### config.mk
export PLATFORM = sky130hd
export DESIGN_NAME = z80_timing
export DESIGN_NICKNAME = d
export VERILOG_FILES = /design/src/verilog/qsnd_pkg.sv /design/src/verilog/z80_timing.sv
export SDC_FILE = /design/constraint.sdc
export NUM_CORES = 1
export LEC_CHECK = 0
export ABC_AREA = 1
export BUFFER_PORTS_ARGS = -buffer_cell sky130_fd_sc_hd__buf_2
export CORE_MARGIN = 8
export CORE_UTILIZATION = 30
export CTS_CLUSTER_DIAMETER = 100
export DETAILED_ROUTE_END_ITERATION = 8
export SLEW_MARGIN = 30
export SYNTH_ARGS = -nofsm -noshare
export SYNTH_HDL_FRONTEND = slang
export SYNTH_SLANG_ARGS = --single-unit
### constraint.sdc
create_clock -name clk48 -period 1.45 [get_ports clk48]
set_input_delay 0.29 -clock clk48 [delete_from_list [all_inputs] [get_ports clk48]]
set_output_delay 0.29 -clock clk48 [all_outputs]
set_load 0.02 [all_outputs]
### src/verilog/qsnd_pkg.sv
`default_nettype none

package qsnd_pkg;

    // address map, page is addr[15:12]
    localparam logic [3:0] RAM_PAGE_LO = 4'hC;
    localparam logic [3:0] RAM_PAGE_HI = 4'hF;
    localparam logic [3:0] REG_PAGE = 4'hD;
    localparam logic [2:0] REG_DATA_HI = 3'd0;
    localparam logic [2:0] REG_DATA_LO = 3'd1;
    localparam logic [2:0] REG_DSP_ADDR = 3'd2;
    localparam logic [2:0] REG_BANK = 3'd3;
    localparam logic [2:0] REG_STATUS = 3'd7;
    localparam logic [18:0] BANK_BASE = 19'h08000; // banked ROM starts after the fixed 32 kB
    localparam logic [3:0] WAIT_PAGE_MIN = 4'h4;

    typedef struct packed {
        logic [15:0] addr;
        logic [7:0]  dout;   // write data from the Z80
        logic        mreq_n;
        logic        rd_n;
        logic        wr_n;
        logic        m1_n;
        logic        iorq_n;
    } z80_bus_t;

    typedef struct packed {
        logic [16:1] addr;   // word address
        logic [7:0]  dout;   // low byte only
        logic        ldsw_n;
        logic        buse_n; // 68000 wants the bus
    } main_bus_t;

    typedef struct packed {
        logic        win;      // set for 0x8000 and up
        logic        bank_sel; // must be clear inside the bank window
        logic [13:0] offset;
    } z80_rom_view_t;

    typedef struct packed {
        logic [3:0] page;
        logic [8:0] unused;
        logic [2:0] idx;
    } z80_io_view_t;

    typedef union packed {
        z80_rom_view_t rom;
        z80_io_view_t  io;
    } z80_addr_u;

    typedef struct packed {
        logic [7:0]  addr;
        logic [15:0] data;
    } dsp_cmd_t;

    typedef struct packed {
        logic        irq;
        logic        reset;
        logic [15:0] pbus;   // parallel input word
    } dsp_link_t;

    typedef struct packed {
        logic       rom_cs;
        logic       ram_cs;
        logic       reg_wr;
        logic       bank_wr;
        logic       stat_rd;
        logic [2:0] idx;
    } qreg_sel_t;

endpackage

`default_nettype wire

### src/verilog/z80_timing.sv
`timescale 1ns/1ps
`default_nettype none

module z80_timing #(
    parameter int int_period = 32000
) (
    input  logic                clk48,
    input  logic                rst,
    input  logic                cen8,
    input  qsnd_pkg::z80_bus_t  z80,
    output logic                int_n,
    output logic                cen_cpu
);
    import qsnd_pkg::*;

    localparam int cw = $clog2(int_period);

    logic [cw-1:0] cnt;
    logic          wrap;
    logic          wait_flag;

    assign wrap = cnt == cw'(int_period - 1);

    always_ff @(posedge clk48, posedge rst) begin
        if (rst) begin
            cnt <= '0;
            int_n <= 1'b1;
        end else if (cen8) begin
            cnt <= wrap ? '0 : cnt + 1'b1;
            if (!z80.m1_n && !z80.iorq_n)
                int_n <= 1'b1;      // interrupt acknowledge cycle
            else if (wrap)
                int_n <= 1'b0;
        end
    end

    // one extra wait state on opcode fetches from page 4 and up
    always_ff @(posedge clk48, posedge rst) begin
        if (rst) begin
            wait_flag <= 1'b0;
        end else if (cen8) begin
            if (wait_flag)
                wait_flag <= 1'b0;
            else if (!z80.m1_n && z80.addr[15:12] >= WAIT_PAGE_MIN)
                wait_flag <= 1'b1;
        end
    end

    assign cen_cpu = cen8 & ~wait_flag;

    // a swallowed tick is never followed by another
    a_no_stall: assert property (@(posedge clk48) disable iff (rst)
        cen8 && !cen_cpu |=> !wait_flag);

endmodule

`default_nettype wire

==> impl_metrics.sql <==
INSERT INTO impl_metrics (metric_group, metric, value, unit) VALUES
('status', 'run_status', 'complete, no violations', ''),
('clocking', 'cts_buffers', '3', ''),
('synth', 'syn_inst', '140', ''),
('power_and_ir_drop', 'power_density', '1040', 'mW/mm^2'),
('final_layout', 'post-route-util', '0.354', ''),
('global_route', 'grt_first_pass_wirelength', '3930', 'um'),
('placed_design', 'post_detailed_placement_half_perimeter_wirelength', '1540', 'um'),
('clocking', 'cts_tree', 'built', ''),
('setup_path', 'setup.worst_path.end_class', 'flop', ''),
('global_route', 'via_count_of_the_first_global_routing_pass', '908', ''),
('sta', 'finalWorstSetupSlack', '0.139', 'ns'),
('min_path', 'hold_class', 'primary input to flop', ''),
('drt', 'drt-wirelength-per-cell', '10.4', 'um'),
('clocking', 'worstSkewPairLatency', '0.29', 'ns'),
('global_route', 'grt_remaining_overflow', '0', ''),
('sta', 'fmax', '763', 'MHz'),
('final_layout', 'area_growth_syn_to_layout', '14.3', '%'),
('synth', 'synth_top_area_cell', 'sky130_fd_sc_hd__dfrtp_1', ''),
('global_route', 'maximum_number_of_pins_on_one_net_before_global_route_repair', '18', ''),
('sta', 'tightest_slew', '0.290', 'ns'),
('clocking', 'cts_buffer_depth', '2', ''),
('drt', 'vias_per_cell', '4.45', ''),
('setup_path', 'timing.setup.critical_path_class', 'flop to flop', ''),
('setup_path', 'crit_fanout', '6', ''),
('synth', 'synth_edf_count', '0', ''),
('sta', 'worst_slew_margin_rel', '0.807', ''),
('clocking', 'cts-htree-levels', '1', ''),
('placed_design', 'postPlaceCellArea', '0.00112', 'mm^2'),
('final_layout', 'post_route_standard_cell_area_excluding_fillers', '0.00117', 'mm^2'),
('synth', 'synth_flop_cell', 'sky130_fd_sc_hd__dfrtp_1', ''),
('die', 'boundary_pin_count', '34', ''),
('sta', 'finalHoldViolations', '0', ''),
('job', 'cap_violations', '0', ''),
('drt', 'detail_route.iter0.violations', '56', ''),
('setup_path', 'crit_required', '1.68', 'ns'),
('synth', 'yosysSeqAreaShare', '0.416', ''),
('final_layout', 'number_of_antenna_cells_inserted', '0', ''),
('synth', 'synthMostInstantiatedCell', 'sky130_fd_sc_hd__nand2_1', ''),
('setup_path', 'crit_arrival', '1.54', 'ns'),
('die', 'die_area', '0.00554', 'mm^2'),
('drt', 'antenna_violating_nets_remaining', '0', ''),
('placed_design', 'gp_congestion', '0.823', ''),
('sta', 'final_critical_path_time_including_i_o_delays_and_setup', '1.31', 'ns'),
('final_layout', 'num-fill-cells', '378', ''),
('sta', 'period_utilisation_layout', '0.904', ''),
('clocking', 'worst_setup_hold_path_clk_slew', '0.10', 'ns'),
('drt', 'total_number_of_vias', '886', ''),
('drt', 'finalWirelength', '2060', 'um'),
('die', 'die_h', '74.4', 'um'),
('final_layout', 'finalNetCount', '187', ''),
('synth', 'mappedNetlistArea', '0.00102', 'mm^2'),
('sta', 'hold_slack', '0.190', 'ns'),
('power_and_ir_drop', 'total_power', '1.22', 'mW'),
('setup_path', 'ff2ff_setup_slack', '0.14', 'ns'),
('final_layout', 'proportion_of_layout_cells_with_a_drive_suffix_above_1', '0.176', ''),
('synth', 'synth_top_area_frac', '0.391', ''),
('sta', 'skew', '0.00712', 'ns'),
('placed_design', 'dp_worst_setup_slack', '0.110', 'ns'),
('synth', 'async_flop_share', '1.00', ''),
('drt', 'drt_first_pass_iters', '4', ''),
('clocking', 'cts.root.buffer_cell', 'sky130_fd_sc_hd__clkbuf_4', ''),
('synth', 'ys_seq_elements', '17', ''),
('power_and_ir_drop', 'cell_leakage_power', '0.629', 'nW'),
('clocking', 'clock_sink_count', '17', ''),
('die', 'dieWidth', '74.4', 'um'),
('die', 'start_util', '0.310', ''),
('synth', 'synthTopCellsByCount', 'sky130_fd_sc_hd__nand2_1, sky130_fd_sc_hd__nor2_1, sky130_fd_sc_hd__inv_1', ''),
('global_route', 'grt_usage', '0.0882', ''),
('setup_path', 'worst_setup_path_start_kind', 'flop', ''),
('synth', 'netlist-cell-type-count', '20', ''),
('drt', 'route.detailed.drc', '0', ''),
('die', 'coreArea', '0.00331', 'mm^2'),
('power_and_ir_drop', 'max_rail_drop_vdd', '0.615', 'mV'),
('synth', 'ys_warn_count', '0', ''),
('sta', 'setup_viol_count_final', '0', ''),
('global_route', 'initial_antenna_violation_count', '0', ''),
('sta', 'slew_viol_final', '0', ''),
('placed_design', 'portBuffers', '8', ''),
('synth', 'post_synth.cell_area_avg', '7.32', 'um^2'),
('synth', 'netlist_top_cells_area', 'sky130_fd_sc_hd__dfrtp_1, sky130_fd_sc_hd__nand2_1, sky130_fd_sc_hd__nor2_1', ''),
('synth', 'postSynthNetCount', '173', ''),
('die', 'cell_row_count', '21', '');
registers in the layout, indices dropped and copies added (netlist names):
signal and flops:
int_n 1, wait_flag 1, cnt 15
cell families (layout without fill, tap and decap cells):
kind of cell | after synthesis | in the layout | synth area share
DFF | 17 | 17 | 0.416
AOI/OAI and AO/OA | 6 | 6 | 0.0342
and+or+nand+nor | 86 | 86 | 0.400
adders and majority gates | 1 | 1 | 0.0122
xor gates and xnor gates | 5 | 5 | 0.0427
buffers and inverters | 25 | 38 | 0.0940
final timing paths:
kind / start / end / cells past startpoint
worst min register to register: int_n / int_n / 2
worst min-delay path: z80[0] / int_n / 4
worst max register to register: cnt[0] / cnt[12] / 7
max in group asynchronous: rst / int_n / 4
min in group asynchronous: rst / wait_flag / 4
worst max-delay path: cnt[0] / cnt[12] / 7
metal layers:
layer | routed length, um | part of all wire | vias up | track usage
li1 | - | - | 456 | -
met1 | 979 | 0.47 | 413 | 0.112
met2 | 1010 | 0.49 | 15 | 0.140
met3 | 56 | 0.027 | 2 | 0.0175
met4 | 16 | 0.0078 | 0 | 0.0391
met5 | 0 | 0 | - | 0
final cells by class:
type | count | area, um^2 | area share
Multi-Input combinational cell | 98 | 509 | 0.435
Clock buffer | 4 | 26.3 | 0.0224
Tap cell | 46 | 57.6 | 0.0491
Timing Repair Buffer | 11 | 65.1 | 0.0556
Sequential cell | 17 | 427 | 0.364
Inverter | 23 | 86.3 | 0.0737
report_power, final:
part / switching (mW) / internal [mW] / total (mW) / leakage (nW)
logic: 0.162 / 0.122 / 0.284 / 0.405
registers: 0.114 / 0.561 / 0.675 / 0.209
clock network: 0.153 / 0.107 / 0.260 / 0.0150
total: 0.428 / 0.790 / 1.22 / 0.629
critical path: stages (launching register included):
cell and delay (ns):
sky130_fd_sc_hd__dfrtp_1 0.40, sky130_fd_sc_hd__ha_2 0.22, sky130_fd_sc_hd__nand3_2 0.14, sky130_fd_sc_hd__nor2_4 0.21
sky130_fd_sc_hd__nand3_1 0.09, sky130_fd_sc_hd__nand2_1 0.07, sky130_fd_sc_hd__inv_1 0.04, sky130_fd_sc_hd__nor2_1 0.09
stage by stage:
stage / cells / setup TNS [ns]
after global placement: 193 / 0
after detailed placement: 193 / 0
after floorplan: 140 / 0
final: 199 / 0
after global routing: 199 / -0.00195
after CTS: 198 / 0
cell usage in the layout (no fill, tap or decap), drive strengths merged:
| cell | count |
|---|---|
| nor3 | 2 |
| ha | 1 |
| a21oi | 4 |
| nand2 | 40 |
| xnor2 | 3 |
| inv | 23 |
| nor2 | 28 |
| buf | 10 |
| dfstp | 1 |
| nand4 | 5 |
| o211ai | 1 |
| nand3 | 11 |
| dfrtp | 16 |
| clkbuf | 4 |
| xor2 | 2 |
| o21bai | 1 |
| dlygate4sd3 | 1 |
repair_timing:
item,CTS,global route
endpoints found under the setup margin,0,2
gates resized for setup,0,2
hold endpoints to repair,8,0
hold buffers,1,0
buffers inserted,0,1
No activity file was read; power rests on OpenSTA's default activity.
