[config.mk]
export PLATFORM = sky130hd
export DESIGN_NAME = z80_bus_decode
export DESIGN_NICKNAME = d
export VERILOG_FILES = /design/src/verilog/qsnd_pkg.sv /design/src/verilog/z80_bus_decode.sv
export SDC_FILE = /design/constraint.sdc
export NUM_CORES = 1
export LEC_CHECK = 0
export ABC_AREA = 1
export CAP_MARGIN = 25
export CORE_MARGIN = 2
export CORE_UTILIZATION = 45
export CTS_CLUSTER_SIZE = 8
export DETAILED_ROUTE_END_ITERATION = 7
export DONT_BUFFER_PORTS = 1
export SLEW_MARGIN = 25
export SYNTH_ARGS = -nofsm -noshare
export SYNTH_HDL_FRONTEND = slang
export SYNTH_SLANG_ARGS = --single-unit
[constraint.sdc]
create_clock -name clk48 -period 1.1 [get_ports clk48]
set_input_delay 0.22 -clock clk48 [delete_from_list [all_inputs] [get_ports clk48]]
set_output_delay 0.22 -clock clk48 [all_outputs]
set_load 0.02 [all_outputs]
[src/verilog/qsnd_pkg.sv]
`default_nettype none

package qsnd_pkg;

    // address map, page is addr[15:12]
    localparam logic [3:0] RAM_PAGE_LO = 4'hC;
    localparam logic [3:0] RAM_PAGE_HI = 4'hF;
    localparam logic [3:0] REG_PAGE = 4'hD;
    localparam logic [2:0] REG_DATA_HI = 3'd0;
    localparam logic [2:0] REG_DATA_LO = 3'd1;
    localparam logic [2:0] REG_DSP_ADDR = 3'd2;
    localparam logic [2:0] REG_BANK = 3'd3;
    localparam logic [2:0] REG_STATUS = 3'd7;
    localparam logic [18:0] BANK_BASE = 19'h08000; // banked ROM starts after the fixed 32 kB
    localparam logic [3:0] WAIT_PAGE_MIN = 4'h4;

    typedef struct packed {
        logic [15:0] addr;
        logic [7:0]  dout;   // write data from the Z80
        logic        mreq_n;
        logic        rd_n;
        logic        wr_n;
        logic        m1_n;
        logic        iorq_n;
    } z80_bus_t;

    typedef struct packed {
        logic [16:1] addr;   // word address
        logic [7:0]  dout;   // low byte only
        logic        ldsw_n;
        logic        buse_n; // 68000 wants the bus
    } main_bus_t;

    typedef struct packed {
        logic        win;      // set for 0x8000 and up
        logic        bank_sel; // must be clear inside the bank window
        logic [13:0] offset;
    } z80_rom_view_t;

    typedef struct packed {
        logic [3:0] page;
        logic [8:0] unused;
        logic [2:0] idx;
    } z80_io_view_t;

    typedef union packed {
        z80_rom_view_t rom;
        z80_io_view_t  io;
    } z80_addr_u;

    typedef struct packed {
        logic [7:0]  addr;
        logic [15:0] data;
    } dsp_cmd_t;

    typedef struct packed {
        logic        irq;
        logic        reset;
        logic [15:0] pbus;   // parallel input word
    } dsp_link_t;

    typedef struct packed {
        logic       rom_cs;
        logic       ram_cs;
        logic       reg_wr;
        logic       bank_wr;
        logic       stat_rd;
        logic [2:0] idx;
    } qreg_sel_t;

endpackage

`default_nettype wire

[src/verilog/z80_bus_decode.sv]
`timescale 1ns/1ps
`default_nettype none

module z80_bus_decode #(
    parameter int ram_aw = 13
) (
    input  logic                 clk48,
    input  logic                 rst,
    input  qsnd_pkg::z80_bus_t   z80,
    input  qsnd_pkg::main_bus_t  main,
    input  logic                 main_own,
    input  logic                 rom_ok,
    input  logic [7:0]           rom_data,
    input  logic [7:0]           ram_q,
    input  logic [3:0]           bank,
    input  logic                 dsp_rdy_n,
    output qsnd_pkg::qreg_sel_t  sel,
    output logic [7:0]           wr_data,
    output logic [18:0]          rom_addr,
    output logic [ram_aw-1:0]    ram_addr,
    output logic                 ram_we,
    output logic [7:0]           cpu_din,
    output logic [7:0]           main_din,
    output logic                 main_busakn
);
    import qsnd_pkg::*;

    z80_addr_u a;
    logic      bus_mreq_n;
    logic      bus_wr_n;
    logic      bus_rd_n;
    logic      reg_page;
    logic      main_own_dly;
    logic      rom_ok2;

    // 68000 takes over address, data and write strobe while it owns the bus
    assign a = main_own ? z80.addr : main.addr;
    assign wr_data = main_own ? z80.dout : main.dout;
    assign bus_wr_n = main_own ? z80.wr_n : main.ldsw_n;
    assign bus_rd_n = main_own ? z80.rd_n : ~main.ldsw_n;
    assign bus_mreq_n = main_own & z80.mreq_n; // forced active for the 68000

    assign reg_page = a.io.page == REG_PAGE;

    assign ram_addr = a[ram_aw-1:0];
    assign ram_we = sel.ram_cs && !bus_wr_n;

    always_ff @(posedge clk48, posedge rst) begin
        if (rst) begin
            sel <= '0;
            rom_ok2 <= 1'b0;
            main_own_dly <= 1'b1;
        end else begin
            rom_ok2 <= rom_ok;
            main_own_dly <= main_own;
            sel.rom_cs <= !bus_mreq_n && (!a.rom.win || !a.rom.bank_sel);
            sel.ram_cs <= !bus_mreq_n &&
                          (a.io.page == RAM_PAGE_LO || a.io.page == RAM_PAGE_HI);
            sel.reg_wr <= !bus_mreq_n && !bus_wr_n && reg_page && a.io.idx <= REG_DSP_ADDR;
            sel.bank_wr <= !bus_mreq_n && !bus_wr_n && reg_page && a.io.idx == REG_BANK;
            sel.stat_rd <= !bus_mreq_n && !bus_rd_n && reg_page && a.io.idx == REG_STATUS;
            sel.idx <= a.io.idx;
        end
    end

    // ROM address follows the last active cycle
    always_ff @(posedge clk48) begin
        if (!bus_mreq_n) begin
            if (a.rom.win)
                rom_addr <= BANK_BASE + {1'b0, bank, a.rom.offset}; // 16 kB banks
            else
                rom_addr <= {3'b000, a};
        end
        main_din <= cpu_din;
    end

    always_comb begin
        if (sel.rom_cs)
            cpu_din = rom_data;   // no decryption
        else if (sel.ram_cs)
            cpu_din = ram_q;
        else if (sel.stat_rd)
            cpu_din = {dsp_rdy_n, 3'b111, bank};
        else
            cpu_din = 8'hff;
    end

    // hold the 68000 off while a ROM fetch is still pending
    assign main_busakn = main_own_dly | (sel.rom_cs & ~rom_ok2);

    a_one_cs: assert property (@(posedge clk48) disable iff (rst)
        $onehot0({sel.rom_cs, sel.ram_cs, sel.reg_wr, sel.bank_wr, sel.stat_rd}));

endmodule

`default_nettype wire

==> impl_metrics.ini, run 1 <==
[clock_tree]
clkLatencyLatePin_ps = 280
cts_buffers = 5
cts_tree = yes
clkSlewWorstSetupHoldPaths_ps = 70
clock_tree.root_cell = clkbuf_8
clockBufferDepth = 2
h-tree-depth = 2
numClockSinks = 37

[route]
totalWireLength_um = 4340
vias = 1420
antenna_left = 0
post_drt_wl_per_cell_um = 15.4
dr.pass1.iters = 4
drtIter0Drc = 79
via_per_inst = 5.04
drc = 0

[logic_synthesis]
yosys_warnings = 0
synth_top_family_by_area = simple AND/OR/NAND/NOR gates
ys_seq_area_share_pct = 54.2
synthAdderAreaFrac_pct = 0.690
ys_ff_latch = 37
syn_inst = 218
avgSynthCellArea_um2 = 8.32
synth_mux_area_share_pct = 0
synth_compound_area_share_pct = 4.55
yosys.area_share.simple_pct = 28.0
ys_types = 26
synth_area_um2 = 1810
syn_nets = 299
synthXorXnorAreaFrac_pct = 0.483

[global_routing]
grt_pass1_vias = 1254
grt_usage_pct = 17.5
gr-total-overflow = 0
antenna_found_initial = 0
grt_pass1_wl_um = 5710
grt_max_degree = 32

[sta]
finalCritPeriodShare_pct = 135
rsz0062_at_grt = yes
period_needed_ps = 1490
worst_slack_ps = -389
hold_viol_final = 0
fmax_mhz = 671
setup_viol = 13
final-max-slew-violation-count = 0
worstMarginPinSlew_ps = 352
fin_worst_skew_ps = 4.35
finalHoldWorstSlack_ps = 106
relSlewSlack_pct = 76.5

[place]
port_buffers = 0
dp.cells = 265
gp_congestion = 0.766
dp_hpwl_um = 3270

[floorplan]
io_pins = 146
die-area_um2 = 4550
core.rowCount = 23
die_h_um = 67.5
die_w_um = 67.5
coreArea_um2 = 3940
start_util_pct = 46.0

[setup_path]
path_max_fanout = 5
worstSetupStartpointType = flip-flop
slowest_delay_ps = 410
cp_cell_sequence = inv_2 > nor2_4 > buf_4 > a211oi_4
cp-end-kind = output pin
rr_worst_depth = 4
slowest_stage = dfrtp_2
cp_data_arrival_time_ps = 1270
cp_data_required_time_ps = 880
crit_type = reg -> out

[worst_hold_path]
hold_path_depth = 2
hold_path.class = in -> reg

[cells_and_area]
fin_cells = 282
fillCellCount = 351
area_growth_pct = 24.2
drive_gt1_share_pct = 32.3
antenna-diode-count = 0
nets = 312

[outcome]
status = finished, violations left
violations = setup timing

[pwr]
p_per_area_nw_per_um2 = 1580
peakVddDrop_v = 0.000586
leakagePower_nw = 1.04

[run]
drv_cap = 0
==> final cells by class <==
cell class / instances / area (um^2) / share of cell area, %
Inverter: 20 / 87.6 / 3.89
Timing Repair Buffer: 26 / 240 / 10.7
Sequential cell: 37 / 986 / 43.8
Multi-Input combinational cell: 141 / 763 / 33.9
Clock buffer: 8 / 111 / 4.95
Tap cell: 50 / 62.6 / 2.78
==> layer usage <==
layer  vias up  GRT usage (%)  part of all wire (%)  wire length (um)
met5         -              0                     0                 0
met4         0           8.16                   1.3                57
met3         6           5.17                    11               468
met2       102           31.3                    53              2320
met1       622           18.8                    34              1490
li1        690              -                     -                 -
==> through the flow <==
step	instance area (um^2)	TNS, ps	setup WS, ps	total power, mW	util, %
global placement	1950	-371	-82.0	2.38	49.4
finish	2250	-3590	-389	3.55	57.1
CTS	2150	-3580	-381	3.55	54.5
detailed placement	1950	-642	-99.9	2.39	49.4
global route	2250	-4400	-437	3.71	57.1
floorplan	1920	-566	-96.5	2.33	-
==> synth_stat cells (all sizes together) <==
master / instances / area share (%)
buf: 20 / 8.0
ha: 1 / 0.69
dfxtp: 8 / 8.8
nor2: 25 / 5.7
or2: 1 / 0.35
xnor2: 1 / 0.48
nand3: 4 / 1.4
a211oi: 2 / 0.83
nor3: 5 / 1.4
o21bai: 1 / 0.41
inv: 20 / 4.1
a21oi: 1 / 0.28
nand2: 88 / 19
dfstp: 1 / 1.4
o21ai: 11 / 3.0
nor4: 1 / 0.35
edfxtp: 19 / 31
dfrtp: 9 / 12
==> flip-flops by register name, indices dropped and copies added (netlist names) <==
register / count
rom_addr: 19
main_own_dly: 1
rom_ok2: 1
main_din: 8
sel: 8
==> where the power goes <==
part	internal, mW	total (mW)	switching, mW
sequential	1.61	1.82	0.212
combinational	0.211	0.626	0.415
clock	0.647	1.10	0.454
==> path summary, 6_finish.rpt <==
check	end	slack (ps)	start
max	cpu_din[0]	-390	sel[3]
min	main_din[6]	110	rom_data[6]
max reg2reg	main_din[0]	0	sel[3]
min reg2reg	main_din[6]	750	sel[7]
max in group asynchronous	main_own_dly	450	rst
min in group asynchronous	sel[2]	350	rst
==> worst max-delay path: cells and delay by family (launching register included) <==
family / cells / cell delay, ps
AOI/OAI and AO/OA: 1 / 320
buffers and inverters: 2 / 200
DFF: 1 / 410
and+or+nand+nor: 1 / 50
==> cells in the final DEF, fill, tap and decap left out, drive strengths merged, types with 2 or more instances in the layout <==
cell,Yosys,final
dfxtp,8,8
o21ai,11,11
clkbuf,0,8
buf,20,23
a211oi,2,2
nor3,5,5
inv,20,19
nor2,25,25
nand2,88,88
nand3,4,4
dfrtp,9,9
edfxtp,19,19
dlygate4sd3,0,3
==> logic make-up after synthesis <==
logic type	after synthesis
simple gates	124
buf+inv	40
flops	37
compound gates	15
xor+xnor	1
fa+ha+maj	1
==> repair_timing <==
action / 4_1_cts / 5_1_grt
resized for setup: 14 / 22
setup endpoints to repair: 17 / 36
pin swaps: 6 / 8
hold endpoints to repair: 11 / 0
hold buffers: 3 / 0
buffers inserted: 2 / 5
Note: power is estimated with default switching activity, not from simulation.
==> run 2, diff against run 1 <==
--- a/config.mk
+++ b/config.mk
@@ -5,7 +5,6 @@
 export SDC_FILE = /design/constraint.sdc
 export NUM_CORES = 1
 export LEC_CHECK = 0
-export ABC_AREA = 1
 export CAP_MARGIN = 25
 export CORE_MARGIN = 2
 export CORE_UTILIZATION = 45
==> run 2 against run 1 <==
The run still ends with setup timing left. First-iteration DRC count down 34%. Sequential share of layout area is 4.0 points higher. Sequential power barely moved. Clock skew is 2.1 ps lower. Final area decreased by 8.4%. Critical endpoint is now cpu_din[7].
==> impl_metrics.ini, run 2 <==
[cells_and_area]
registers.top_by_ff_count = rom_addr
largestRegisters = rom_addr: 19 flops, main_din: 8 flops, sel: 8 flops
multi_input_area_um2 = 778
area_growth_pct = 17.5
drive_gt1_share_pct = 41.0
final_common_cell = edfxtp_1
largest_reg_flops = 19
nets = 224
fillCellCount = 306
antenna-diode-count = 0
design_area_um2 = 2060
layout_common_cells = edfxtp_1 (19), mux2_4 (12), mux2_2 (8), dfxtp_1 (8)
regArea_um2 = 986

[pwr]
peakVddDrop_v = 0.000790
power_mw = 3.21
p_per_area_nw_per_um2 = 1560
leakagePower_nw = 0.840

[logic_synthesis]
ys_ff_latch = 37
yosys_warnings = 0
synth-edff-count = 19
syn_inst = 141
ys_types = 36
post-synth-top-area-cell = edfxtp_1
ys_seq_area_share_pct = 56.0
syn_nets = 222
async_reset_ff_share_pct = 27.0
synth_top_area_share_pct = 32.5
synth.area.top_cells = edfxtp_1 (33%), dfrtp_1 (13%), mux2_2 (12%), dfxtp_1 (9.1%), buf_4 (6.0%)
ys_top_cells_by_count = edfxtp_1 (19), mux2_2 (19), buf_4 (14), dfrtp_1 (9), dfxtp_1 (8)
avgSynthCellArea_um2 = 12.4
synth_area_um2 = 1760
synthFlopType = edfxtp_1

[clock_tree]
clkLatencyLatePin_ps = 280
numClockSinks = 37
clockBufferDepth = 2
cts_buffers = 5
h-tree-depth = 2
clock_tree.root_cell = clkbuf_8
clkSlewWorstSetupHoldPaths_ps = 70
cts_tree = yes

[global_routing]
antenna_found_initial = 0
grt_pass1_wl_um = 5230
grt_pass1_vias = 1013
grt_max_degree = 39
gr-total-overflow = 0
grt_usage_pct = 16.8

[setup_path]
r2r_slack_ps = 10
slowest_delay_ps = 450
reg2reg_from = sel[6]
cpLargestDelayFamily = flip-flops
r2r-end = main_din[7]
cp_data_arrival_time_ps = 1270
cp_data_required_time_ps = 880
cp-end-kind = output pin
cp_cell_sequence = inv_2 > o22ai_1 > o21ai_2
rr_worst_depth = 3
crit_type = reg -> out
critPathBufInv = 1
slowest_stage = dfrtp_2
path_max_fanout = 6
worstSetupStartpointType = flip-flop

[route]
drc = 0
totalWireLength_um = 3970
vias = 1099
dr.pass1.iters = 4
post_drt_wl_per_cell_um = 20.7
via_per_inst = 5.72
antenna_left = 0
drtIter0Drc = 52

[worst_hold_path]
min_from = bank[1]
holdPathEnd = rom_addr[15]
hold_path.class = in -> reg
hold_path_depth = 1

[place]
place_area_um2 = 1900
gp_congestion = 0.724
port_buffers = 0

[outcome]
status = finished, violations left
violations = setup timing

[sta]
relSlewSlack_pct = 68.5
period_needed_ps = 1490
rsz0062_at_grt = yes
finalCritPeriodShare_pct = 135
final-max-slew-violation-count = 0
finalHoldWorstSlack_ps = 120
setup_viol = 12
worstMarginPinSlew_ps = 471
hold_viol_final = 0
worst_slack_ps = -388
fin_worst_skew_ps = 2.21
fmax_mhz = 672

[run]
drv_cap = 0

[floorplan]
start_util_pct = 47.2
die-area_um2 = 4420
die_w_um = 66.5
io_pins = 146
coreArea_um2 = 3720
die_h_um = 66.5
core.rowCount = 22
-- run 2: cell types whose count changed after synthesis, sizes merged, moves of 4 or more --
| cell | before | now |
|---|---|---|
| a21oi | 1 | 5 |
| nor2b | 0 | 4 |
| o22ai | 0 | 4 |
| nand2 | 88 | 5 |
| inv | 20 | 7 |
| o21ai | 11 | 4 |
| nor2 | 25 | 7 |
| mux2 | 0 | 20 |
-- run 2: timing repair --
action | CTS | global route
hold buffers | 3 | 2
endpoints found under the setup margin | 13 | 16
gates resized for setup | 2 | 2
pin swaps | 1 | 1
hold endpoints to repair | 11 | 1
setup buffers | 0 | 1
-- run 2: worst max path at each step --
| stage | cells after the start | startpoint | slack [ps] | endpoint |
|---|---|---|---|---|
| 2_1_floorplan | 3 | sel[6] | -70 | cpu_din[3] |
| 3_3_place_gp | 3 | sel[6] | -70 | cpu_din[7] |
| 3_5_place_dp | 3 | sel[6] | -90 | cpu_din[3] |
| 4_1_cts | 3 | sel[6] | -400 | cpu_din[7] |
| 5_1_grt | 3 | sel[6] | -440 | cpu_din[3] |
| 6_report | 3 | sel[6] | -390 | cpu_din[7] |
-- run 2: where the power goes --
part	switching [mW]	leakage, nW	internal, mW
clock network	0.457	0.0430	0.426
registers	0.214	0.383	1.61
logic	0.290	0.414	0.217
total	0.961	0.840	2.25
-- run 2: per-stage QoR --
stage                     instances  setup TNS, ps  worst slack, ps  util [%]
after floorplan                 141           -977            -72.7         -
after global placement          178           -241            -71.7      51.2
after detailed placement        178           -384            -90.6      51.2
after CTS                       189          -3600             -400      54.4
after global routing            192          -4260             -445      55.5
final                           192          -3530             -388      55.5
-- run 2: final cells by class --
| type | instances | area share, % |
|---|---|---|
| repair buffers | 13 | 6.31 |
| inverters | 7 | 1.27 |
| flip-flops and latches | 37 | 47.8 |
| clock buffers | 5 | 3.34 |
| clock inverters | 3 | 0.607 |
| well taps | 48 | 2.91 |
| multi-input cells | 79 | 37.7 |
-- run 2: cell families after synthesis --
logic type                 count (synthesis)  share of synthesized area, %
AOI/OAI and AO/OA                         23                          8.70
xor gates and xnor gates                   2                         0.998
adders and majority gates                  1                         0.713
buffers and inverters                     25                          8.91
DFF                                       37                          56.0
muxes                                     23                          15.5
and+or+nand+nor                           30                          9.27
-- run 2: routing by layer --
metal  wire [um]  global-route usage, %  part of all wire [%]
met1        1330                   17.1                    34
met2        2110                   28.5                    53
met3         462                   8.95                    12
met4          64                   6.89                   1.6
met5           0                      0                     0
