[src/verilog/qsnd_pkg.sv]
`default_nettype none

package qsnd_pkg;

    // address map, page is addr[15:12]
    localparam logic [3:0] RAM_PAGE_LO = 4'hC;
    localparam logic [3:0] RAM_PAGE_HI = 4'hF;
    localparam logic [3:0] REG_PAGE = 4'hD;
    localparam logic [2:0] REG_DATA_HI = 3'd0;
    localparam logic [2:0] REG_DATA_LO = 3'd1;
    localparam logic [2:0] REG_DSP_ADDR = 3'd2;
    localparam logic [2:0] REG_BANK = 3'd3;
    localparam logic [2:0] REG_STATUS = 3'd7;
    localparam logic [18:0] BANK_BASE = 19'h08000; // banked ROM starts after the fixed 32 kB
    localparam logic [3:0] WAIT_PAGE_MIN = 4'h4;

    typedef struct packed {
        logic [15:0] addr;
        logic [7:0]  dout;   // write data from the Z80
        logic        mreq_n;
        logic        rd_n;
        logic        wr_n;
        logic        m1_n;
        logic        iorq_n;
    } z80_bus_t;

    typedef struct packed {
        logic [16:1] addr;   // word address
        logic [7:0]  dout;   // low byte only
        logic        ldsw_n;
        logic        buse_n; // 68000 wants the bus
    } main_bus_t;

    typedef struct packed {
        logic        win;      // set for 0x8000 and up
        logic        bank_sel; // must be clear inside the bank window
        logic [13:0] offset;
    } z80_rom_view_t;

    typedef struct packed {
        logic [3:0] page;
        logic [8:0] unused;
        logic [2:0] idx;
    } z80_io_view_t;

    typedef union packed {
        z80_rom_view_t rom;
        z80_io_view_t  io;
    } z80_addr_u;

    typedef struct packed {
        logic [7:0]  addr;
        logic [15:0] data;
    } dsp_cmd_t;

    typedef struct packed {
        logic        irq;
        logic        reset;
        logic [15:0] pbus;   // parallel input word
    } dsp_link_t;

    typedef struct packed {
        logic       rom_cs;
        logic       ram_cs;
        logic       reg_wr;
        logic       bank_wr;
        logic       stat_rd;
        logic [2:0] idx;
    } qreg_sel_t;

endpackage

`default_nettype wire

[src/verilog/qsnd_cmd_latch.sv]
`timescale 1ns/1ps
`default_nettype none

module qsnd_cmd_latch (
    input  logic                 clk48,
    input  logic                 rst,
    input  qsnd_pkg::qreg_sel_t  sel,
    input  logic [7:0]           wr_data,
    input  logic                 dsp_pids_n,
    input  logic                 dsp_iack,
    output logic [3:0]           bank,
    output logic                 dsp_rdy_n,
    output qsnd_pkg::dsp_link_t  dsp
);
    import qsnd_pkg::*;

    dsp_cmd_t   cmd;
    logic       dsp_rst;
    logic       irq;
    logic [1:0] datasel;     // 11 address step, 01 data step, 00 idle
    logic       last_pids_n;

    always_ff @(posedge clk48, posedge rst) begin
        if (rst) begin
            bank <= 4'd0;
            dsp_rst <= 1'b1;
            cmd <= '0;
        end else begin
            if (sel.bank_wr) begin
                bank <= wr_data[3:0];
                dsp_rst <= ~wr_data[7]; // bit 7 releases the DSP
            end
            if (sel.reg_wr) begin
                case (sel.idx)
                    REG_DATA_HI: cmd.data[15:8] <= wr_data;
                    REG_DATA_LO: cmd.data[7:0] <= wr_data;
                    REG_DSP_ADDR: cmd.addr <= wr_data;
                    default: ;
                endcase
            end
        end
    end

    // irq and data-select sequencing
    always_ff @(posedge clk48, posedge rst) begin
        if (rst) begin
            irq <= 1'b0;
            datasel <= 2'b00;
            last_pids_n <= 1'b1;
        end else begin
            last_pids_n <= dsp_pids_n;
            if (sel.reg_wr && sel.idx == REG_DSP_ADDR) begin
                irq <= 1'b1;
                datasel <= 2'b11;
            end else if (dsp_pids_n && !last_pids_n) begin
                irq <= 1'b0;                // DSP took the address
                datasel <= datasel >> 1;
            end
        end
    end

    assign dsp.irq = irq;
    assign dsp.reset = dsp_rst;
    assign dsp.pbus = datasel[1] ? {8'd0, cmd.addr} : cmd.data;

    assign dsp_rdy_n = ~(irq | dsp_iack);

    a_datasel: assert property (@(posedge clk48) disable iff (rst)
        datasel != 2'b10);

endmodule

`default_nettype wire

[config.mk]
export PLATFORM = sky130hd
export DESIGN_NAME = qsnd_cmd_latch
export DESIGN_NICKNAME = d
export VERILOG_FILES = /design/src/verilog/qsnd_pkg.sv /design/src/verilog/qsnd_cmd_latch.sv
export SDC_FILE = /design/constraint.sdc
export NUM_CORES = 1
export LEC_CHECK = 0
export ABC_AREA = 0
export BUFFER_PORTS_ARGS = -buffer_cell sky130_fd_sc_hd__buf_2
export CORE_AREA = 2 2 56 58
export DETAILED_ROUTE_END_ITERATION = 8
export DIE_AREA = 0 0 58 60
export GPL_ROUTABILITY_DRIVEN = 0
export PLACE_DENSITY = 0.75
export SETUP_SLACK_MARGIN = 0.02
export SLEW_MARGIN = 20
export SYNTH_ARGS = -nofsm -noshare
export SYNTH_HDL_FRONTEND = slang
export SYNTH_SLANG_ARGS = --single-unit
[constraint.sdc]
create_clock -name clk48 -period 1.1 [get_ports clk48]
set_input_delay 0 -clock clk48 [delete_from_list [all_inputs] [get_ports clk48]]
set_output_delay 0 -clock clk48 [all_outputs]
set_load 0.01 [all_outputs]
==> results of run 1 <==
==> final timing paths <==
path	from	to	slack, ns
worst max-delay path	irq$_DFFE_PP0P_	dsp[0]	-0.23
worst min-delay path	dsp_iack	dsp_rdy_n	0.23
worst max register to register	irq$_DFFE_PP0P_	irq$_DFFE_PP0P_	0.14
worst min register to register	dsp_rst$_DFFE_PP1P_	dsp_rst$_DFFE_PP1P_	0.48
max in group asynchronous	rst	dsp_rst$_DFFE_PP1P_	0.46
min in group asynchronous	rst	cmd[22]$_DFFE_PP0P_	0.32
==> tightest hold or removal path: cells and delay by family <==
family	cells	cell delay, ns
simple gates	1	0.03
buf+inv	2	0.20
==> cell usage after synthesis, drive strengths merged <==
cell	number	area (um2)
a21o	1	7.51
buf	5	30.0
mux2i	1	10.0
mux2	36	405
nor4bb	1	10.0
inv	2	7.51
nor2b	8	50.1
dfrtp	29	726
nor4b	1	23.8
clkbuf	1	3.75
nor2	1	3.75
dfstp	2	52.6
and4bb	1	12.5
nand2b	1	6.26
==> per-layer routing <==
layer,global-route usage [%],vias up,routed length (um)
met3,3.90,5,112
met1,19.9,438,1160
met5,0,-,0
li1,-,426,-
met4,8.97,0,43
met2,33.6,27,1450
==> per-stage QoR <==
step,instances,total power [mW],setup TNS [ns]
after floorplan,90,1.94,0
after global placement,161,2.20,0
after detailed placement,161,2.24,-0.236
after CTS,183,3.03,-3.31
after global routing,183,3.17,-4.00
final,183,2.99,-2.92
==> report_power, final <==
| group | internal (mW) | leakage (nW) | switching (mW) |
|---|---|---|---|
| registers | 1.36 | 0.369 | 0.105 |
| clock network | 0.255 | 0.0265 | 0.357 |
| logic | 0.561 | 0.476 | 0.351 |
| total | 2.18 | 0.872 | 0.813 |
==> layout make-up <==
class                      instances  area, um2
sequential                        31        778
tap                               33       41.3
fill                             233       1050
multi-input combinational         51        543
clock buffer                       8       48.8
inverter                           2       7.51
timing repair buffer              58        434
==> state kept, by name, indices dropped and copies added (netlist names) <==
signal	cells
irq	1
cmd	24
bank	4
last_pids_n	1
dsp_rst	1
==> cell families (layout without fill, tap and decap cells) <==
kind of cell | count (synthesis) | after routing | share of synthesized area, %
muxes | 37 | 37 | 30.8
DFF | 31 | 31 | 57.7
buffers and inverters | 8 | 68 | 3.06
and+or+nand+nor | 13 | 13 | 7.88
AOI/OAI and AO/OA | 1 | 1 | 0.557
==> timing repair <==
| item | CTS | global route |
|---|---|---|
| endpoints found under the setup margin | 17 | 18 |
| hold buffers | 11 | 0 |
| gates resized for setup | 8 | 4 |
| setup buffers | 3 | 0 |
| hold endpoints to repair | 60 | 0 |
==> metrics.yaml, run 1 <==
routing:
  drc: 0
  routed-via-count: 896
  drt_pass1_iterations: 4
  drt_iter0_markers: 17
  viasPerCell: 4.90
  wl_per_cell_um: 15.1
  final_antenna_net_count: 0
  drt_wl_total_um: 2760
global_routing:
  antenna_found_initial: 0
  gr-total-overflow: 0
  grt_max_degree: 32
  grt.total_usage_pct: 18.3
  grt_pass1_vias: 994
  grt_pass1_wl_um: 4540
die:
  coreArea_um2: 2900
  num_io_pins: 43
  die_w_um: 58
  fp-row-count: 20
  initial_core_util_pct: 46.5
  dieArea_um2: 3480
  fp.dieH_um: 60
worst_setup_path:
  path_buf_inv: 2
  path_cells: "buf_12, mux2_2, buf_6"
  crit_arrival_ns: 1.33
  crit_path_max_incr_delay_ns: 0.39
  crit_type: "reg2out"
  critPathLaunchType: "flip-flop"
  worstPathRequired_ns: 1.10
  ff2ff_path_depth: 3
  endpoint_kind: "primary output"
  crit_path_top_delay_cell: "dfrtp_1"
  critical_path.top_delay_family: "flip-flops"
  critical_path.max_fanout: 13
  cp_num_cells: 3
synthesis:
  yosys_warnings: 0
  ys_ff_latch: 31
  synth-seq-area-share_pct: 57.7
  syn_nets: 110
  synth_cell_types: 15
  syn_area_per_cell_um2: 15.0
  syn_area_um2: 1350
  synth_cells: 90
place:
  placed_area_um2: 1610
  post-place-ws_ns: -0.0359
  portBuffers: 39
  dp_hpwl_um: 1860
power:
  power_leakage_nw: 0.872
  ir_drop_mv: 1.03
  power_density_nw_per_um2: 1610
sta:
  relSlewSlack_pct: 74.2
  fin_skew_ns: 0.000346
  tightest_slew_ns: 0.387
  rsz0062_at_grt: "yes"
  post-route-period-util_pct: 121
  fin_ws_ns: -0.226
  fin_crit_ns: 1.33
  hold_violations: 0
  setup_viol: 18
  max_freq_mhz: 754
  slew_violations: 0
  hold_slack_ns: 0.234
final_layout:
  synthToLayoutAreaGrowth_pct: 37.4
  finalInstanceArea_um2: 1850
  finalNetCount: 169
  final_util_pct: 63.8
  antenna-diode-count: 0
  layout_commonest_cell: "mux2_2"
  layout_common_cells: "36 x mux2_2, 30 x buf_2, 29 x dfrtp_1"
  drive_above_1_share_pct: 64.0
clock_network:
  cts.sinks: 31
  cts_tree: "done"
  path_clk_slew_ns: 0.09
  cts_root_buffer: "clkbuf_4"
  clockBufferDepth: 2
  ctsHtreeMaxLevel: 2
  insertion_delay_ns: 0.31
  cts_made_buffers: 5
worst_hold_path:
  min_path_cells: 3
  hp-class: "in2out"
status:
  violations: "negative setup slack"
  status: "complete, but fails checks"
run:
  cap_violations: 0
No activity file was read; power rests on OpenSTA's default activity.
==> run 2: changes to the inputs <==
--- a/config.mk
+++ b/config.mk
@@ -7,11 +7,11 @@
 export LEC_CHECK = 0
 export ABC_AREA = 0
 export BUFFER_PORTS_ARGS = -buffer_cell sky130_fd_sc_hd__buf_2
-export CORE_AREA = 2 2 56 58
+export CORE_AREA = 2 2 54 56
 export DETAILED_ROUTE_END_ITERATION = 8
-export DIE_AREA = 0 0 58 60
+export DIE_AREA = 0 0 56 58
 export GPL_ROUTABILITY_DRIVEN = 0
-export PLACE_DENSITY = 0.75
+export PLACE_DENSITY = 0.8
 export SETUP_SLACK_MARGIN = 0.02
 export SLEW_MARGIN = 20
 export SYNTH_ARGS = -nofsm -noshare
==> constraint.sdc (replaced) <==
create_clock -name clk48 -period 1.7 [get_ports clk48]
set_input_delay 0 -clock clk48 [delete_from_list [all_inputs] [get_ports clk48]]
set_output_delay 0 -clock clk48 [all_outputs]
set_load 0.01 [all_outputs]
==> metrics.yaml, run 2 (synthesized netlist as in run 1, its figures left out) <==
final_layout:
  top_regs: "cmd x24, bank x4"
  finalNetCount: 164  # -3.0%
  synthToLayoutAreaGrowth_pct: 30.3
  finalInstanceArea_um2: 1760  # -5.1%
  regMostFlops: "cmd"
  fillers: 219  # -6.0%
  multi_input_area_um2: 536  # -1.4%
  largest_register_ffs: 24  # unchanged
  layout_commonest_cell: "buf_2"
  drive_above_1_share_pct: 62.8  # -1.2 points
  register_area_um2: 779  # +0.16%
  antenna-diode-count: 0  # unchanged
  layout_common_cells: "39 x buf_2, 36 x mux2_2, 28 x dfrtp_1"
global_routing:
  grt_pass1_vias: 989  # -0.50%
  antenna_found_initial: 0  # unchanged
  grt_pass1_wl_um: 4530  # -0.31%
  grt.total_usage_pct: 18.5  # +0.23 points
  gr-total-overflow: 0  # unchanged
  grt_max_degree: 32  # unchanged
sta:
  fin_skew_ns: 0.0000924  # -0.000253 ns
  hold_violations: 0  # unchanged
  post-route-period-util_pct: 89.4
  fin_crit_ns: 1.52
  rsz0062_at_grt: "no"
  tightest_slew_ns: 0.637  # +0.250 ns
  setup-tns-final_ns: 0  # +2.92 ns
  max_freq_mhz: 658
  setup_viol: 0  # -18
  relSlewSlack_pct: 57.4  # -17 points
  slew_violations: 0  # unchanged
power:
  ir_drop_mv: 0.972  # -5.2%
  switching_share_pct: 26.8  # -0.36 points
  power_leakage_nw: 0.834  # -4.3%
  p_int_mw: 1.41  # -35%
  clkPwrFrac_pct: 24.8  # +4.3 points
  power_density_nw_per_um2: 1090  # -32%
  switchingPower_uw: 516  # -37%
  pwr-share-seq_pct: 49.5  # +0.5 points
  total_power_mw: 1.92  # -36%
  power_frac_comb_pct: 25.7  # -4.8 points
worst_setup_path:
  critPathLaunchType: "flip-flop"
  regToRegSetupSlack_ns: 0.41  # +0.27 ns
  r2r-end: "dsp_rst$_DFFE_PP1P_"
  endpoint_kind: "primary output"
  critical_path.max_fanout: 12  # -1
  path_buf_inv: 2  # unchanged
  crit_type: "reg2out"
  crit_path_max_incr_delay_ns: 0.47  # +0.08 ns
  critical_path.top_delay_family: "flip-flops"
  ff2ff_path_depth: 3  # unchanged
  crit_arrival_ns: 1.52  # +0.19 ns
  r2r_start: "dsp_rst$_DFFE_PP1P_"
  path_cells: "buf_4, mux2_2, buf_2"
  worstPathRequired_ns: 1.70  # +0.60 ns
  crit_path_top_delay_cell: "dfrtp_2"
die:
  num_io_pins: 43  # unchanged
  die_w_um: 56  # -3.4%
  dieArea_um2: 3250  # -6.7%
  coreArea_um2: 2660  # -8.3%
  fp-row-count: 19  # -5.0%
  fp.dieH_um: 58  # -3.3%
  initial_core_util_pct: 50.7  # +4.2 points
status:
  status: "finished, final reports clean"
clock_network:
  cts.sinks: 31  # unchanged
  cts_tree: "done"
  cts_root_buffer: "clkbuf_4"
  clockBufferDepth: 2  # unchanged
  ctsHtreeMaxLevel: 2  # unchanged
  path_clk_slew_ns: 0.09  # about the same
  cts_made_buffers: 5  # unchanged
  insertion_delay_ns: 0.32  # about the same
  cts_setup_buffers: 0  # -3
routing:
  drt_wl_total_um: 2730  # -1.2%
  drt_pass1_iterations: 2  # -2
  final_antenna_net_count: 0  # unchanged
  drc: 0  # unchanged
  routed-via-count: 925  # +3.2%
  viasPerCell: 5.26  # +7.3%
  wl_per_cell_um: 15.5  # +2.8%
  drt_iter0_markers: 31  # +14
worst_hold_path:
  hp-class: "in2reg"
  hold_path_end: "bank[2]$_DFFE_PP0P_"
  min_path_cells: 2  # -1
  min_from: "sel[4]"
place:
  placed_area_um2: 1580  # -1.9%
  portBuffers: 39  # unchanged
  dp_hpwl_um: 1860  # -0.14%
run:
  cap_violations: 0  # unchanged
## run 2: cell types whose count changed in the layout (fill, tap and decap cells not counted)
cell,change
buf_2,+9
buf_6,-9
buf_4,-4
clkbuf_1,-2
clkbuf_8,+2
nor2b_1,+2
nor2b_2,-2
buf_12,-1
dfrtp_1,-1
dfrtp_2,+1
nor2_1,+1
nor2_2,-1
## run 2: how the worst max path moves through the flow
stage	from	to	slack (ns)	cells after the start
after floorplan	irq$_DFFE_PP0P_	irq$_DFFE_PP0P_	0.70	3
after global placement	irq$_DFFE_PP0P_	dsp[7]	0.46	3
after detailed placement	irq$_DFFE_PP0P_	dsp[1]	0.44	3
after CTS	irq$_DFFE_PP0P_	dsp[1]	0.06	3
after global routing	irq$_DFFE_PP0P_	dsp[1]	0.11	3
final	irq$_DFFE_PP0P_	dsp[1]	0.18	3
## run 2: stage by stage
stage                     hold WS, ns  util, %  std cells  worst slack (ns)
after CTS                      0.0449     66.0        176            0.0626
after floorplan               0.00448        -         90             0.704
after detailed placement       0.0937     59.3        157             0.435
after global routing           0.0447     66.0        176             0.106
after global placement         0.0873     59.3        157             0.456
final                          0.0488     66.0        176             0.181
## run 2: cell type report
type                            count  area share, %
Clock buffer                        8           3.91
Inverter                            2          0.427
Multi-Input combinational cell     51           30.5
Sequential cell                    31           44.3
Tap cell                           31           2.21
Timing Repair Buffer               53           18.6
## run 2: per-layer routing
metal	wire, um	global-route usage [%]	up-vias	part of all wire (%)
met4	23	4.76	0	0.84
met1	1100	20.9	479	40
met2	1450	33.6	28	53
met3	149	6.47	3	5.5
li1	-	-	415	-
met5	0	0	-	0
## run 2: what timing repair did
| item | CTS | global route |
|---|---|---|
| endpoints found under the setup margin | 0 | 5 |
| resized for setup | 0 | 1 |
| hold buffers | 11 | 0 |
| endpoints found under the hold margin | 60 | 0 |
## run 2: power groups by stage
stage	Combinational (mW)	Sequential (mW)	Clock, mW
global route	0.537	0.974	0.521
global placement	0.460	0.952	0
floorplan	0.311	0.943	0
detailed placement	0.474	0.968	0
CTS	0.496	0.953	0.492
finish	0.493	0.952	0.477
==> run 3: changes to the inputs <==
--- a/config.mk
+++ b/config.mk
@@ -7,11 +7,13 @@
 export LEC_CHECK = 0
 export ABC_AREA = 0
 export BUFFER_PORTS_ARGS = -buffer_cell sky130_fd_sc_hd__buf_2
-export CORE_AREA = 2 2 54 56
+export CELL_PAD_IN_SITES_DETAIL_PLACEMENT = 1
+export CELL_PAD_IN_SITES_GLOBAL_PLACEMENT = 2
+export CORE_AREA = 2 2 66 68
 export DETAILED_ROUTE_END_ITERATION = 8
-export DIE_AREA = 0 0 56 58
+export DIE_AREA = 0 0 68 70
 export GPL_ROUTABILITY_DRIVEN = 0
-export PLACE_DENSITY = 0.8
+export PLACE_DENSITY_LB_ADDON = 0.1
 export SETUP_SLACK_MARGIN = 0.02
 export SLEW_MARGIN = 20
 export SYNTH_ARGS = -nofsm -noshare
==> metrics.yaml, run 3 (synthesized netlist as in run 1, its figures left out) <==
final_layout:
  drive_above_1_share_pct: 63.0  # +0.26 points
  largest_register_ffs: 24  # unchanged
  regMostFlops: "cmd"
  layout_common_cells: "39 x buf_2, 36 x mux2_2, 29 x dfrtp_1"
  layout_commonest_cell: "buf_2"
  finalNetCount: 165  # +0.61%
  fillers: 439  # +100%
  synthToLayoutAreaGrowth_pct: 34.9
  fin_cells: 198  # +13%
  antenna-diode-count: 0  # unchanged
  top_regs: "cmd x24, bank x4"
die:
  fp.dieH_um: 70  # +21%
  fp-row-count: 24  # +5
  coreArea_um2: 4140  # +56%
  die_w_um: 68  # +21%
  initial_core_util_pct: 32.5  # -18 points
  dieArea_um2: 4760  # +47%
  num_io_pins: 43  # unchanged
clock_network:
  path_clk_slew_ns: 0.06  # -0.03 ns
  cts.sinks: 31  # unchanged
  cts_root_buffer: "clkbuf_8"
  cts_tree: "done"
  cts_made_buffers: 5  # unchanged
  ctsHtreeMaxLevel: 2  # unchanged
  clockBufferDepth: 2  # unchanged
  insertion_delay_ns: 0.27  # -0.05 ns
worst_hold_path:
  hp-class: "in2reg"
power:
  clkPwrFrac_pct: 30.2  # +5.4 points
  switchingPower_uw: 523  # +1.4%
  power_leakage_nw: 0.855  # +2.5%
  pwr-share-seq_pct: 45.8  # -3.7 points
  p_int_mw: 1.53  # +9.1%
  switching_share_pct: 25.4  # -1.4 points
  ir_drop_mv: 0.579  # -40%
  power_frac_comb_pct: 24.0  # -1.7 points
  power_density_nw_per_um2: 1130  # +3.4%
routing:
  viasPerCell: 4.64  # -12%
  routed-via-count: 919  # -0.65%
  final_antenna_net_count: 0  # unchanged
  drt_iter0_markers: 18  # -42%
  drc: 0  # unchanged
  drt_wl_total_um: 2830  # +3.8%
  wl_per_cell_um: 14.3  # -7.7%
  drt_pass1_iterations: 2  # unchanged
worst_setup_path:
  endpoint_kind: "primary output"
  crit_type: "reg2out"
  critical_path.max_fanout: 11  # -1
  critPathLaunchType: "flip-flop"
  regToRegSetupSlack_ns: 0.90  # +0.49 ns
  crit_arrival_ns: 1.32  # -0.20 ns
  worstPathRequired_ns: 1.70  # about the same
global_routing:
  grt_pass1_vias: 1010  # +2.1%
  grt_pass1_wl_um: 4580  # +1.2%
  grt_max_degree: 32  # unchanged
  antenna_found_initial: 0  # unchanged
  gr-total-overflow: 0  # unchanged
  grt.total_usage_pct: 13.2  # -5.2 points
sta:
  setup-tns-final_ns: 0  # unchanged
  fin_skew_ns: 0.0000617  # -0.0000306 ns
  relSlewSlack_pct: 73.2  # +16 points
  slew_violations: 0  # unchanged
  tightest_slew_ns: 0.402  # -0.235 ns
  post-route-period-util_pct: 77.4  # -12 points
  hold_violations: 0  # unchanged
  max_freq_mhz: 760  # +15%
  fin_crit_ns: 1.32  # -0.203 ns
  setup_viol: 0  # unchanged
  rsz0062_at_grt: "no"
run:
  cap_violations: 0  # unchanged
status:
  status: "finished, final reports clean"
place:
  place_inst: 180  # +15%
  portBuffers: 39  # unchanged
  dp_hpwl_um: 2010  # +8.1%
run 3: final timing paths:
check                                          from  cells past startpoint             endpoint
worst min-delay path                         sel[4]                      2  dsp_rst$_DFFE_PP1P_
worst max-delay path                irq$_DFFE_PP0P_                      3               dsp[0]
max in group asynchronous                       rst                      4  dsp_rst$_DFFE_PP1P_
min in group asynchronous                       rst                      4      irq$_DFFE_PP0P_
worst min register to register  dsp_rst$_DFFE_PP1P_                      2  dsp_rst$_DFFE_PP1P_
worst max register to register      irq$_DFFE_PP0P_                      2      irq$_DFFE_PP0P_
run 3: final cells by class:
type                    count  area, um2  share of cell area (%)
clock buffers               8        100                    5.50
inverters                   2       7.51                   0.413
flip-flops and latches     31        778                    42.8
multi-input cells          51        536                    29.4
repair buffers             54        333                    18.3
well taps                  52       65.1                    3.58
run 3: worst max-delay path, cell delays in order (launching register included):
cell and delay (ns):
dfrtp_1 0.35, buf_4 0.20, mux2_2 0.36, buf_2 0.14
run 3: repair_timing:
item                                   4_1_cts  5_1_grt
hold buffers                                10        0
gates resized for setup                      0        0
endpoints found under the hold margin       53        0
buffers inserted                             0        0
run 3: power groups by stage:
stage | sequential (mW) | combinational, mW | clock, mW
after CTS | 0.946 | 0.506 | 0.655
after floorplan | 0.943 | 0.311 | 0
after detailed placement | 0.960 | 0.488 | 0
final | 0.943 | 0.493 | 0.622
after global routing | 0.965 | 0.544 | 0.684
after global placement | 0.951 | 0.476 | 0
run 3: layer usage:
metal | GRT usage (%) | share of wire, % | up-vias
met4 | 5.33 | 0.85 | 0
met2 | 23.3 | 52 | 24
met1 | 13.8 | 42 | 474
li1 | - | - | 419
met3 | 4.83 | 5.1 | 2
met5 | 0 | 0 | -
run 3: metrics by stage:
stage	setup slack (ns)	util [%]	hold WS, ns	cell area (um2)	power [mW]
3_3_place_gp	0.569	39.1	0.105	1620	1.43
5_1_grt	0.316	43.9	0.00692	1820	2.19
3_5_place_dp	0.547	39.1	0.108	1620	1.45
4_1_cts	0.356	43.9	0.00611	1820	2.11
6_report	0.384	43.9	0.0133	1820	2.06
2_1_floorplan	0.704	-	0.00448	1350	1.25
